### config.mk
export PLATFORM = sky130hd
export DESIGN_NAME = mcu_top
export DESIGN_NICKNAME = d
export VERILOG_FILES = /design/src/hw/mcu_pkg.sv /design/src/hw/wb_bus_if.sv /design/src/hw/cmd_bridge.sv /design/src/hw/demo_io.sv /design/src/hw/mcu_top.sv /design/src/hw/uart_rx.sv /design/src/hw/uart_tx.sv
export SDC_FILE = /design/constraint.sdc
export NUM_CORES = 1
export LEC_CHECK = 0
export CAP_MARGIN = 5
export CORE_AREA = 5 5 143 117
export DETAILED_ROUTE_END_ITERATION = 8
export DIE_AREA = 0 0 148 122
export DONT_BUFFER_PORTS = 1
export MAX_ROUTING_LAYER = met4
export PLACE_DENSITY = 0.69
export SLEW_MARGIN = 20
export SYNTH_ARGS = -nofsm -noshare
export SYNTH_HDL_FRONTEND = slang
export SYNTH_SLANG_ARGS = --single-unit
### constraint.sdc
create_clock -name clk -period 4.03 [get_ports clk]
set_clock_uncertainty 0.2 [all_clocks]
set_input_delay 0.403 -clock clk [delete_from_list [all_inputs] [get_ports clk]]
set_output_delay 0.403 -clock clk [all_outputs]
set_load 0.02 [all_outputs]
### src/hw/mcu_pkg.sv
// ======================================================================
// Shared MCU constants for bus widths, serial timing, commands and map
// ======================================================================
package mcu_pkg;

  // Internal bus
  localparam int ADDR_W = 15;   // Word address width
  localparam int DATA_W = 32;

  // Serial port timing
  localparam int BAUD_DIV   = 16;  // Clocks per serial bit
  localparam int BAUD_CNT_W = $clog2(BAUD_DIV);

  // Bit counter compare points
  localparam logic [BAUD_CNT_W-1:0] BIT_END  = BAUD_CNT_W'(BAUD_DIV - 1);
  localparam logic [BAUD_CNT_W-1:0] HALF_BIT = BAUD_CNT_W'(BAUD_DIV / 2 - 1);

  // Host command bytes
  localparam logic [7:0] CMD_WRITE = 8'h57;  // 'W'
  localparam logic [7:0] CMD_READ  = 8'h52;  // 'R'

  // Reply bytes
  localparam logic [7:0] RSP_ACK = 8'h4B;  // 'K'
  localparam logic [7:0] RSP_ERR = 8'h3F;  // '?'

  // Register map in word addresses
  localparam logic [ADDR_W-1:0] ADDR_GPO     = ADDR_W'(0);  // LED register
  localparam logic [ADDR_W-1:0] ADDR_GPI     = ADDR_W'(1);  // Read-only switches
  localparam logic [ADDR_W-1:0] ADDR_SCRATCH = ADDR_W'(2);

endpackage

### src/hw/wb_bus_if.sv
// ======================================================================
// Single-master internal bus, classic strobe/ack handshake
// ======================================================================
interface wb_bus_if;

  logic [mcu_pkg::ADDR_W-1:0] adr;
  logic [mcu_pkg::DATA_W-1:0] dat_w;   // Master to slave
  logic [mcu_pkg::DATA_W-1:0] dat_r;   // Slave to master
  logic                       we;
  logic                       stb;
  logic                       ack;

  // Master holds adr, dat_w, we and stb until ack
  modport master (
    output adr,
    output dat_w,
    output we,
    output stb,
    input  dat_r,
    input  ack
  );

  // One-cycle ack with read data
  modport slave (
    input  adr,
    input  dat_w,
    input  we,
    input  stb,
    output dat_r,
    output ack
  );

endinterface

### src/hw/cmd_bridge.sv
// ======================================================================
// Serial command parser and bus master that runs one bus cycle per command
// ======================================================================
module cmd_bridge (
  input  logic       clk,
  input  logic       reset_i,
  input  logic [7:0] rx_data_i,
  input  logic       rx_valid_i,
  output logic       rx_ready_o,
  output logic [7:0] tx_data_o,
  output logic       tx_valid_o,
  input  logic       tx_ready_i,
  wb_bus_if.master   bus
);

  typedef enum logic [2:0] {
    ST_CMD,
    ST_ADDR_HI,
    ST_ADDR_LO,
    ST_DATA,
    ST_BUS,
    ST_REPLY
  } br_state_t;

  localparam int AW = mcu_pkg::ADDR_W;
  localparam int DW = mcu_pkg::DATA_W;

  br_state_t         state;
  logic              is_write;
  logic [1:0]        byte_cnt;   // Write data bytes received
  logic [2:0]        rsp_left;   // Reply bytes still to send
  logic [AW-1:0]     adr_q;
  logic [DW-1:0]     dat_q;
  logic [DW-1:0]     rsp_q;      // Reply shifts out MSB first
  logic              rx_fire;
  logic              tx_fire;

  assign rx_ready_o = (state == ST_CMD) || (state == ST_ADDR_HI) ||
                      (state == ST_ADDR_LO) || (state == ST_DATA);
  assign rx_fire    = rx_valid_i && rx_ready_o;
  assign tx_valid_o = (state == ST_REPLY);
  assign tx_data_o  = rsp_q[DW-1 -: 8];
  assign tx_fire    = tx_valid_o && tx_ready_i;

  // Bus signals come straight from the holding registers
  assign bus.adr   = adr_q;
  assign bus.dat_w = dat_q;
  assign bus.we    = is_write;
  assign bus.stb   = (state == ST_BUS);

  always_ff @(posedge clk) begin
    if (reset_i) begin
      state    <= ST_CMD;
      is_write <= 1'b0;
      byte_cnt <= '0;
      rsp_left <= '0;
    end else begin
      case (state)
        ST_CMD: begin
          if (rx_fire) begin
            is_write <= (rx_data_i == mcu_pkg::CMD_WRITE);
            if (rx_data_i == mcu_pkg::CMD_WRITE || rx_data_i == mcu_pkg::CMD_READ) begin
              state <= ST_ADDR_HI;
            end else begin
              rsp_left <= 3'd1;  // Unknown command gets only the error byte
              state    <= ST_REPLY;
            end
          end
        end
        ST_ADDR_HI: if (rx_fire) state <= ST_ADDR_LO;
        ST_ADDR_LO: begin
          if (rx_fire) begin
            byte_cnt <= '0;
            state    <= is_write ? ST_DATA : ST_BUS;
          end
        end
        ST_DATA: begin
          if (rx_fire) begin
            byte_cnt <= byte_cnt + 1'b1;
            if (byte_cnt == 2'd3) state <= ST_BUS;
          end
        end
        ST_BUS: begin
          if (bus.ack) begin
            rsp_left <= is_write ? 3'd1 : 3'd4;
            state    <= ST_REPLY;   // stb drops next cycle
          end
        end
        ST_REPLY: begin
          if (tx_fire) begin
            rsp_left <= rsp_left - 1'b1;
            if (rsp_left == 3'd1) state <= ST_CMD;
          end
        end
        default: state <= ST_CMD;
      endcase
    end
  end

  // Address, data and reply registers
  always_ff @(posedge clk) begin
    if (state == ST_CMD && rx_fire) rsp_q <= {mcu_pkg::RSP_ERR, {(DW-8){1'b0}}};
    // Top bit of the high byte is dropped
    if (state == ST_ADDR_HI && rx_fire) adr_q[AW-1:8] <= rx_data_i[AW-9:0];
    if (state == ST_ADDR_LO && rx_fire) adr_q[7:0] <= rx_data_i;
    if (state == ST_DATA && rx_fire) dat_q <= {dat_q[DW-9:0], rx_data_i};
    if (state == ST_BUS && bus.ack) begin
      rsp_q <= is_write ? {mcu_pkg::RSP_ACK, {(DW-8){1'b0}}} : bus.dat_r;
    end
    if (tx_fire) rsp_q <= {rsp_q[DW-9:0], 8'h00};
  end

  a_bus_ack: assert property (@(posedge clk) disable iff (reset_i)
    bus.stb && !bus.ack |=> bus.ack)
    else $error("cmd_bridge: bus cycle not acknowledged in time");

  a_rx_quiet: assert property (@(posedge clk) disable iff (reset_i)
    !rx_ready_o |-> !rx_valid_i)
    else $error("cmd_bridge: command byte arrived while busy");

endmodule

### src/hw/demo_io.sv
// ======================================================================
// Bus slave with LED output, switch input and a scratch register
// ======================================================================
module demo_io (
  input  logic       clk,
  input  logic       reset_i,
  wb_bus_if.slave    bus,
  output logic [7:0] gp_o,
  input  logic [7:0] gp_i
);

  logic                       ack_q;
  logic                       access;     // First cycle of a strobe
  logic [7:0]                 gpi_meta;
  logic [7:0]                 gpi_sync;
  logic [mcu_pkg::DATA_W-1:0] scratch_q;
  logic [mcu_pkg::DATA_W-1:0] rdata_q;

  assign access    = bus.stb && !ack_q;
  assign bus.ack   = ack_q;
  assign bus.dat_r = rdata_q;

  always_ff @(posedge clk) begin
    if (reset_i) begin
      ack_q <= 1'b0;
      gp_o  <= '0;   // LEDs off after reset
    end else begin
      ack_q <= access;
      if (access && bus.we && bus.adr == mcu_pkg::ADDR_GPO) gp_o <= bus.dat_w[7:0];
    end
  end

  // Switches are asynchronous to clk
  always_ff @(posedge clk) begin
    gpi_meta <= gp_i;
    gpi_sync <= gpi_meta;
  end

  always_ff @(posedge clk) begin
    if (access && bus.we && bus.adr == mcu_pkg::ADDR_SCRATCH) scratch_q <= bus.dat_w;
    if (access) begin
      case (bus.adr)
        mcu_pkg::ADDR_GPO:     rdata_q <= {{(mcu_pkg::DATA_W-8){1'b0}}, gp_o};
        mcu_pkg::ADDR_GPI:     rdata_q <= {{(mcu_pkg::DATA_W-8){1'b0}}, gpi_sync};
        mcu_pkg::ADDR_SCRATCH: rdata_q <= scratch_q;
        default:               rdata_q <= '0;  // Unmapped reads as zero
      endcase
    end
  end

  a_stb_drop: assert property (@(posedge clk) disable iff (reset_i)
    bus.ack |=> !bus.stb)
    else $error("demo_io: strobe still high after ack");

endmodule

### src/hw/mcu_top.sv
// ======================================================================
// MCU top: reset sync, serial command bridge, I/O block, active-low LEDs
// ======================================================================
module mcu_top (
  input  logic       clk,
  input  logic       reset_i,
  input  logic       uart_rx_i,
  output logic       uart_tx_o,
  output logic [7:0] led_o,
  input  logic [7:0] sw_i
);

  logic       rst_meta;
  logic       rst_sync;   // Internal reset
  logic [7:0] rx_data;
  logic       rx_valid;
  logic       rx_ready;
  logic [7:0] tx_data;
  logic       tx_valid;
  logic       tx_ready;
  logic [7:0] gp_out;

  // Two-stage reset synchronizer
  always_ff @(posedge clk) begin
    rst_meta <= reset_i;
    rst_sync <= rst_meta;
  end

  wb_bus_if bus ();

  uart_rx u_uart_rx (
    .clk     (clk),
    .reset_i (rst_sync),
    .rxd_i   (uart_rx_i),
    .data_o  (rx_data),
    .valid_o (rx_valid),
    .ready_i (rx_ready)
  );

  cmd_bridge u_cmd_bridge (
    .clk        (clk),
    .reset_i    (rst_sync),
    .rx_data_i  (rx_data),
    .rx_valid_i (rx_valid),
    .rx_ready_o (rx_ready),
    .tx_data_o  (tx_data),
    .tx_valid_o (tx_valid),
    .tx_ready_i (tx_ready),
    .bus        (bus.master)
  );

  uart_tx u_uart_tx (
    .clk     (clk),
    .reset_i (rst_sync),
    .data_i  (tx_data),
    .valid_i (tx_valid),
    .ready_o (tx_ready),
    .txd_o   (uart_tx_o)
  );

  demo_io u_demo_io (
    .clk     (clk),
    .reset_i (rst_sync),
    .bus     (bus.slave),
    .gp_o    (gp_out),
    .gp_i    (sw_i)
  );

  assign led_o = ~gp_out;  // LEDs are active low

endmodule

### src/hw/uart_rx.sv
// ======================================================================
// UART receiver, 8N1 serial in, bytes out on a valid/ready stream
// ======================================================================
module uart_rx (
  input  logic       clk,
  input  logic       reset_i,
  input  logic       rxd_i,
  output logic [7:0] data_o,
  output logic       valid_o,
  input  logic       ready_i
);

  typedef enum logic [1:0] {
    RX_IDLE,
    RX_START,
    RX_DATA,
    RX_STOP
  } rx_state_t;

  rx_state_t                         state;
  logic [1:0]                        rxd_sync;
  logic                              rxd_s;
  logic [mcu_pkg::BAUD_CNT_W-1:0]    cnt;
  logic [2:0]                        bit_idx;
  logic [7:0]                        shift_q;
  logic                              bit_end;

  assign rxd_s   = rxd_sync[1];
  assign bit_end = (cnt == mcu_pkg::BIT_END);

  // Line synchronizer, idles high
  always_ff @(posedge clk) begin
    if (reset_i) begin
      rxd_sync <= 2'b11;
    end else begin
      rxd_sync <= {rxd_sync[0], rxd_i};
    end
  end

  always_ff @(posedge clk) begin
    if (reset_i) begin
      state   <= RX_IDLE;
      cnt     <= '0;
      bit_idx <= '0;
      valid_o <= 1'b0;
    end else begin
      if (valid_o && ready_i) valid_o <= 1'b0;  // Byte taken
      case (state)
        RX_IDLE: begin
          cnt <= '0;
          if (!rxd_s) state <= RX_START;
        end
        RX_START: begin
          // Recheck line at middle of start bit
          if (cnt == mcu_pkg::HALF_BIT) begin
            cnt     <= '0;
            bit_idx <= '0;
            state   <= rxd_s ? RX_IDLE : RX_DATA;  // Glitch, back to idle
          end else begin
            cnt <= cnt + 1'b1;
          end
        end
        RX_DATA: begin
          if (bit_end) begin
            cnt <= '0;
            if (bit_idx == 3'd7) state <= RX_STOP;
            bit_idx <= bit_idx + 1'b1;
          end else begin
            cnt <= cnt + 1'b1;
          end
        end
        RX_STOP: begin
          if (bit_end) begin
            cnt   <= '0;
            state <= RX_IDLE;
            if (rxd_s) valid_o <= 1'b1;  // Framing error drops the byte
          end else begin
            cnt <= cnt + 1'b1;
          end
        end
        default: state <= RX_IDLE;
      endcase
    end
  end

  // Payload path, LSB arrives first
  always_ff @(posedge clk) begin
    if (state == RX_DATA && bit_end) shift_q <= {rxd_s, shift_q[7:1]};
    if (state == RX_STOP && bit_end && rxd_s) data_o <= shift_q;
  end

  a_rx_hold: assert property (@(posedge clk) disable iff (reset_i)
    valid_o && !ready_i |=> $stable(data_o))
    else $error("uart_rx: byte changed while waiting for consumer");

endmodule

### src/hw/uart_tx.sv
// ======================================================================
// UART transmitter, valid/ready bytes in, 8N1 serial out
// ======================================================================
module uart_tx (
  input  logic       clk,
  input  logic       reset_i,
  input  logic [7:0] data_i,
  input  logic       valid_i,
  output logic       ready_o,
  output logic       txd_o
);

  logic                           busy;
  logic [mcu_pkg::BAUD_CNT_W-1:0] cnt;
  logic [3:0]                     bit_cnt;  // Counts 10 frame bits
  logic [9:0]                     frame_q;
  logic                           load;
  logic                           bit_end;

  assign ready_o = ~busy;
  assign load    = valid_i && ready_o;
  assign bit_end = busy && (cnt == mcu_pkg::BIT_END);
  assign txd_o   = busy ? frame_q[0] : 1'b1;  // Idle high

  always_ff @(posedge clk) begin
    if (reset_i) begin
      busy    <= 1'b0;
      cnt     <= '0;
      bit_cnt <= '0;
    end else if (load) begin
      busy    <= 1'b1;
      cnt     <= '0;
      bit_cnt <= '0;
    end else if (busy) begin
      if (bit_end) begin
        cnt <= '0;
        if (bit_cnt == 4'd9) begin
          busy <= 1'b0;  // Stop bit done
        end else begin
          bit_cnt <= bit_cnt + 1'b1;
        end
      end else begin
        cnt <= cnt + 1'b1;
      end
    end
  end

  // Frame is stop, data, start, shifted out from bit 0
  always_ff @(posedge clk) begin
    if (load) begin
      frame_q <= {1'b1, data_i, 1'b0};
    end else if (bit_end) begin
      frame_q <= {1'b1, frame_q[9:1]};
    end
  end

endmodule

* Word level (Yosys, flattened, before mapping) *
Cells that the tools add are included.

operators by class
  eq/ne operators = 33
  shift operators = 0
  $add $sub $neg = 6
  bitwise operators = 3
  reductions and logical operators = 38
  divide/modulo/power cells = 0
  multipliers = 0
  magnitude comparators = 0
  muxes and demuxes = 50

operator list
  operator               count
  $mux W32               4
  $pmux W32 S3           1
  $mux W3                17
  $mux W9                2
  $ne A2 B1 Y1 const B   9
  $pmux W3 S6            1
  $eq A8 B7 Y1 const B   2
  $mux W2                8
  $eq A15 B1 Y1 const B  1
  $eq A15 B2 Y1 const B  1
  $logic_and A1 B1 Y1    15
  $logic_not A15 Y1      1
  $add A4 B1 Y4 const B  3
  $eq A4 B4 Y1 const B   3
  $mux W4                3
  $pmux W4 S3            1
  $ne A2 B2 Y1 const B   5
  $reduce_and A5 Y1      2
  $eq A3 B3 Y1 const B   3
  $mux W1                9
  $pmux W3 S3            1
  $reduce_and A3 Y1      3
  $not A8 Y8             1
  $pmux W2 S4            1
  other kinds (20)       33

storage, ports and cells
  memories kept = 0
  output and inout bits = 9
  word-level logic and storage cells = 159
  bits in writable memories = 0
  memory bits (read-only) = 0
  bits in registers = 225
  bits in latches = 0
  input bits = 11

* Depth between registers and ports, before layout *
  depth in word-level cells = 9
  mapped depth = 7
  mapped depth without buffers = 7

* By module *
A second synthesis with hierarchy kept.

second synthesis, totals
  cells, all modules = 580
  area total of the unflattened synthesis = 8,493.1 um^2

modules (own cells, without submodules)
  module      cells an instance  sequential area each (um^2)  times used  area each (um^2)
  cmd_bridge  233                2,472.4                      1           3,422.0
  demo_io     181                2,422.3                      1           3,056.7
  uart_rx     78                 720.7                        1           1,099.8
  uart_tx     78                 440.4                        1           844.6
  mcu_top     10                 40.0                         1           70.1

* Least setup slack after synthesis *
No wires, ideal clock.

  kind = register to register
  start = register u_cmd_bridge.state[0]
  end = register u_demo_io.rdata_q, in the netlist u_demo_io.bus.dat_r[0], enable pin
  cell stages (with the launch flop) = 4
  slack = 443 ps
  required time = 3,369 ps
  clock period less this slack = 3,587 ps
  setup time = 461 ps
  data arrival time = 2,925 ps
  path buffers = 2
  path through = dfxtp_1 clkbuf_1 buf_1 nor3_1

on the way
  word-level cells in the longest chain between the ends = 2

ends and longest elaborated chain
  what                    line              RTL
  start, declared         cmd_bridge.sv:28  br_state_t state;
  start signal, assigned  cmd_bridge.sv:74  state <= is_write ? ST_DATA : ST_BUS;
  $eq A3 B3 Y1            cmd_bridge.sv:49  assign bus.stb = (state == ST_BUS);
  $logic_and A1 B1 Y1     demo_io.sv:19     assign access = bus.stb && !ack_q;
  net u_demo_io.access    demo_io.sv:13     logic access;
  end signal, assigned    demo_io.sv:43     mcu_pkg::ADDR_GPO: rdata_q <= {{(mcu_pkg::DATA_W-8){1'b0}}, gp_o};
  end signal, assigned    demo_io.sv:44     mcu_pkg::ADDR_GPI: rdata_q <= {{(mcu_pkg::DATA_W-8){1'b0}}, gpi_sync};
  end signal, assigned    demo_io.sv:45     mcu_pkg::ADDR_SCRATCH: rdata_q <= scratch_q;
  end, declared           demo_io.sv:17     logic [mcu_pkg::DATA_W-1:0] rdata_q;

The timed path passes the listed nets, and every way through them passes these cells.
A chain may end at the register's enable or synchronous reset.

* Worst setup path after layout *
  start = register u_cmd_bridge.adr_q[9], in the netlist u_cmd_bridge.bus.adr[9]
  end = register u_demo_io.scratch_q[27] (netlist name), enable pin

on the way
  word-level cells in the longest chain between the ends = 2

ends and longest elaborated chain
  what                             line               RTL
  start, declared                  cmd_bridge.sv:32   logic [AW-1:0] adr_q;
  start signal, assigned by index  cmd_bridge.sv:104  if (state == ST_ADDR_HI && rx_fire) adr_q[AW-1:8] <= rx_data_i[AW-9:0];
  $eq A15 B2 Y1                    demo_io.sv:40      if (access && bus.we && bus.adr == mcu_pkg::ADDR_SCRATCH) scratch_q <= bus.dat_w;
  $logic_and A1 B1 Y1              demo_io.sv:40
  end signal, assigned             demo_io.sv:40
  end, declared                    demo_io.sv:16      logic [mcu_pkg::DATA_W-1:0] scratch_q;

Every way passes these cells.

==> flow_summary.json <==
{
  "status": "completed",
  "post_cts_setup_repair_buffer_count": 0,
  "synth_seq_area_share": 0.749,
  "hp-class": "reg2reg",
  "finalSetupViolations": 0,
  "sinks_on_clock_net": 225,
  "syn-num-nets": 565,
  "cts-htree-levels": 1,
  "tightestPinTransition_ns": 0.906,
  "fraction_of_final_layout_cells_with_drive_strength_greater_than_1": 0.0901,
  "crit_required_ns": 3.99,
  "power.leakage_uw": 0.00325,
  "boundaryPins": 20,
  "power.share.sequential": 0.546,
  "die_y_um": 122,
  "initial_util": 0.531,
  "clkLatencyLatePin_ns": 0.51,
  "pwr_density_cell_nw_per_um2": 490,
  "synthToLayoutAreaGrowth_pct": 13.0,
  "postSynth.asyncResetShare": 0,
  "p_int_uw": 3660,
  "fin_crit_sh": 0.681,
  "grt_pass1_wl_mm": 22.1,
  "cp.arrival_ns": 2.71,
  "initial_antenna_violation_count": 0,
  "cts-resized-gates": 0,
  "sw_ratio": 0.189,
  "n_antenna_cell": 0,
  "via_count_of_the_first_global_routing_pass": 4279,
  "gr-total-overflow": 0,
  "initialDrtViolationCount": 238,
  "place_ws_ns": 1.26,
  "track_usage": 0.156,
  "crit_path_max_incr_delay_ns": 0.40,
  "place.gp.congestion": 0.748,
  "synth_area_per_cell_um2": 15.1,
  "relSlewSlack": 0.391,
  "fin_ws_ns": 1.29,
  "leading_cell_type_by_number_of_instances_after_synthesis": "edfxtp_1",
  "timing.critical_path.from_type": "register",
  "num_rows": 41,
  "tritoncts_clock_tree": "yes",
  "netlist_top_cells_area": "edfxtp_1 (59%), dfxtp_1 (16%), a22o_1 (3.4%)",
  "setup.worst_path.class": "reg2reg",
  "tritoncts.num_buffers": 22,
  "yosys.cell_types.count": 46,
  "antenna_left": 0,
  "synth_largest_type_area_fraction": 0.586,
  "netlist.top_cell.by_area": "edfxtp_1",
  "worst_hold_slack_ns": 0.126,
  "synth.cell_area_um2": 8140,
  "drt_pass_1_iters": 5,
  "vias": 4188,
  "worstPathBufferInverterCount": 3,
  "min_period_ns": 2.74,
  "die_area_um2": 18100,
  "max_cap_viol_count": 0,
  "ctsHoldBuffers": 10,
  "switchingPower_uw": 855,
  "worstPathMaxFanout": 33,
  "critPathMostFrequentCell": "buf_4",
  "worst_path_max_delay_cell": "edfxtp_1",
  "total_power_uw": 4510,
  "grt_setup_unrepaired": "no",
  "synth.ff_latch_count": 225,
  "wl_per_cell_um": 17.0,
  "final-hold-violation-count": 0,
  "route.final.wire_length_mm": 13.1,
  "synth_cells": 540,
  "drc": 0,
  "clock_buffer_depth": 3,
  "chipWidth_um": 148,
  "setup_tns_ns": 0,
  "synth-edff-count": 159,
  "synthTopCellsByCount": "edfxtp_1 (159), dfxtp_1 (66), nor2_1 (41), a22o_1 (32), inv_1 (29)",
  "clock_group_share_of_total_power": 0.443,
  "yosys_most_used_dff": "edfxtp_1",
  "design.core.area_um2": 15300,
  "cts_clk_pin_slew_worst_paths_ns": 0.06,
  "hpwl_mm": 8.24,
  "design.final.nets": 586,
  "timing.critical_path.cells": "nor4_4, nand4_4, nor3b_2, buf_4, inv_1, nor2_2, buf_4",
  "combinational_power_share": 0.011,
  "final_area_um2": 9200,
  "vdd.ir_drop.worst_mv": 0.401,
  "post_drt_via_cell_ratio": 5.44,
  "yosysWarningCount": 0,
  "crit_family": "simple AND/OR/NAND/NOR gates",
  "grt_start_max_net_pins": 34,
  "worstSetupEndpointType": "register",
  "max_freq_ghz": 0.365,
  "clk_root_buffer_cell": "clkbuf_16",
  "total_placed_instance_area_um2": 8380,
  "maxSlewViolCount": 0,
  "buffer_ports.inserted": 0
}
==> metrics by stage <==
stage | std cells | utilization
2_1_floorplan | 540 | -
3_3_place_gp | 720 | 0.546
3_5_place_dp | 720 | 0.546
4_1_cts | 770 | 0.600
5_1_grt | 770 | 0.600
6_report | 770 | 0.600
==> worst paths after layout <==
| check | cells past startpoint | to | slack [ns] | from |
|---|---|---|---|---|
| worst max-delay path | 7 | u_demo_io.scratch_q[27] | 1.29 | u_cmd_bridge.bus.adr[9] |
| worst min-delay path | 0 | u_demo_io.gpi_sync[7] | 0.13 | u_demo_io.gpi_meta[7] |
| worst min register to register | 0 | u_demo_io.gpi_sync[7] | 0.13 | u_demo_io.gpi_meta[7] |
| worst max register to register | 7 | u_demo_io.scratch_q[27] | 1.29 | u_cmd_bridge.bus.adr[9] |
==> cells by family (layout without fill, tap and decap cells) <==
kind of cell / Yosys count / count (layout) / share of synthesized area
adders and majority gates: 14 / 14 / 0.0215
buffers and inverters: 50 / 87 / 0.0230
AOI/OAI and AO/OA: 82 / 82 / 0.0770
xor gates and xnor gates: 6 / 6 / 0.00645
and+or+nand+nor: 146 / 146 / 0.102
DFF: 225 / 225 / 0.749
muxes: 17 / 17 / 0.0211
==> flip-flops by register name, summed over array words and instances (netlist names), 8 cells and up, named ones only <==
register                cells
u_demo_io.gpi_sync          8
u_cmd_bridge.bus.adr       15
u_demo_io.scratch_q        32
u_uart_rx.shift_q           8
u_demo_io.bus.dat_r        32
u_demo_io.gp_o              8
u_demo_io.gpi_meta          8
u_cmd_bridge.rsp_q         32
u_uart_rx.data_o            8
u_uart_tx.frame_q           9
u_cmd_bridge.bus.dat_w     32
==> layer usage <==
metal | global-route usage | vias up | share of wire
met5 | - | - | 0
met4 | 0.0364 | 0 | 0.017
met3 | 0.0301 | 22 | 0.039
met2 | 0.239 | 80 | 0.46
met1 | 0.220 | 2032 | 0.48
li1 | - | 2054 | -
==> power by group through the flow <==
stage                     clock network (µW)  logic (µW)  registers (µW)
final                                   2000        50.8            2460
after floorplan                            0        32.3            2510
after global routing                    2150        55.3            2460
after detailed placement                   0        40.9            2510
after CTS                               2040        49.7            2460
after global placement                     0        37.9            2510
==> layout make-up <==
class	count	area (µm²)
clock buffers	30	601
clock inverters	10	120
fillers	1111	6140
inverters	29	109
multi-input cells	265	1870
flip-flops and latches	225	6100
well taps	193	241
repair buffers	18	160
==> layout by cell type, fill, tap and decap left out, types with 3 or more instances in the layout <==
cell and count:
edfxtp_1 159, dfxtp_1 66, nor2_1 39, a22o_1 32, inv_1 29, and2_1 27, clkbuf_16 22, nand2_1 21
a21oi_1 19, mux2i_1 16, ha_1 14, nand2b_1 10, dlygate4sd3_1 10, a222oi_1 8, buf_4 8, nor3_1 6
nor4_1 6, clkbuf_1 6, o21ai_0 5, nand3_1 5, o22a_1 4, nand4_1 4, nor2b_1 4, a211oi_1 4
xor2_1 4, clkinv_1 4, nor4_4 3, or2_2 3, clkinv_2 3
Note: power is estimated with default switching activity, not from simulation.
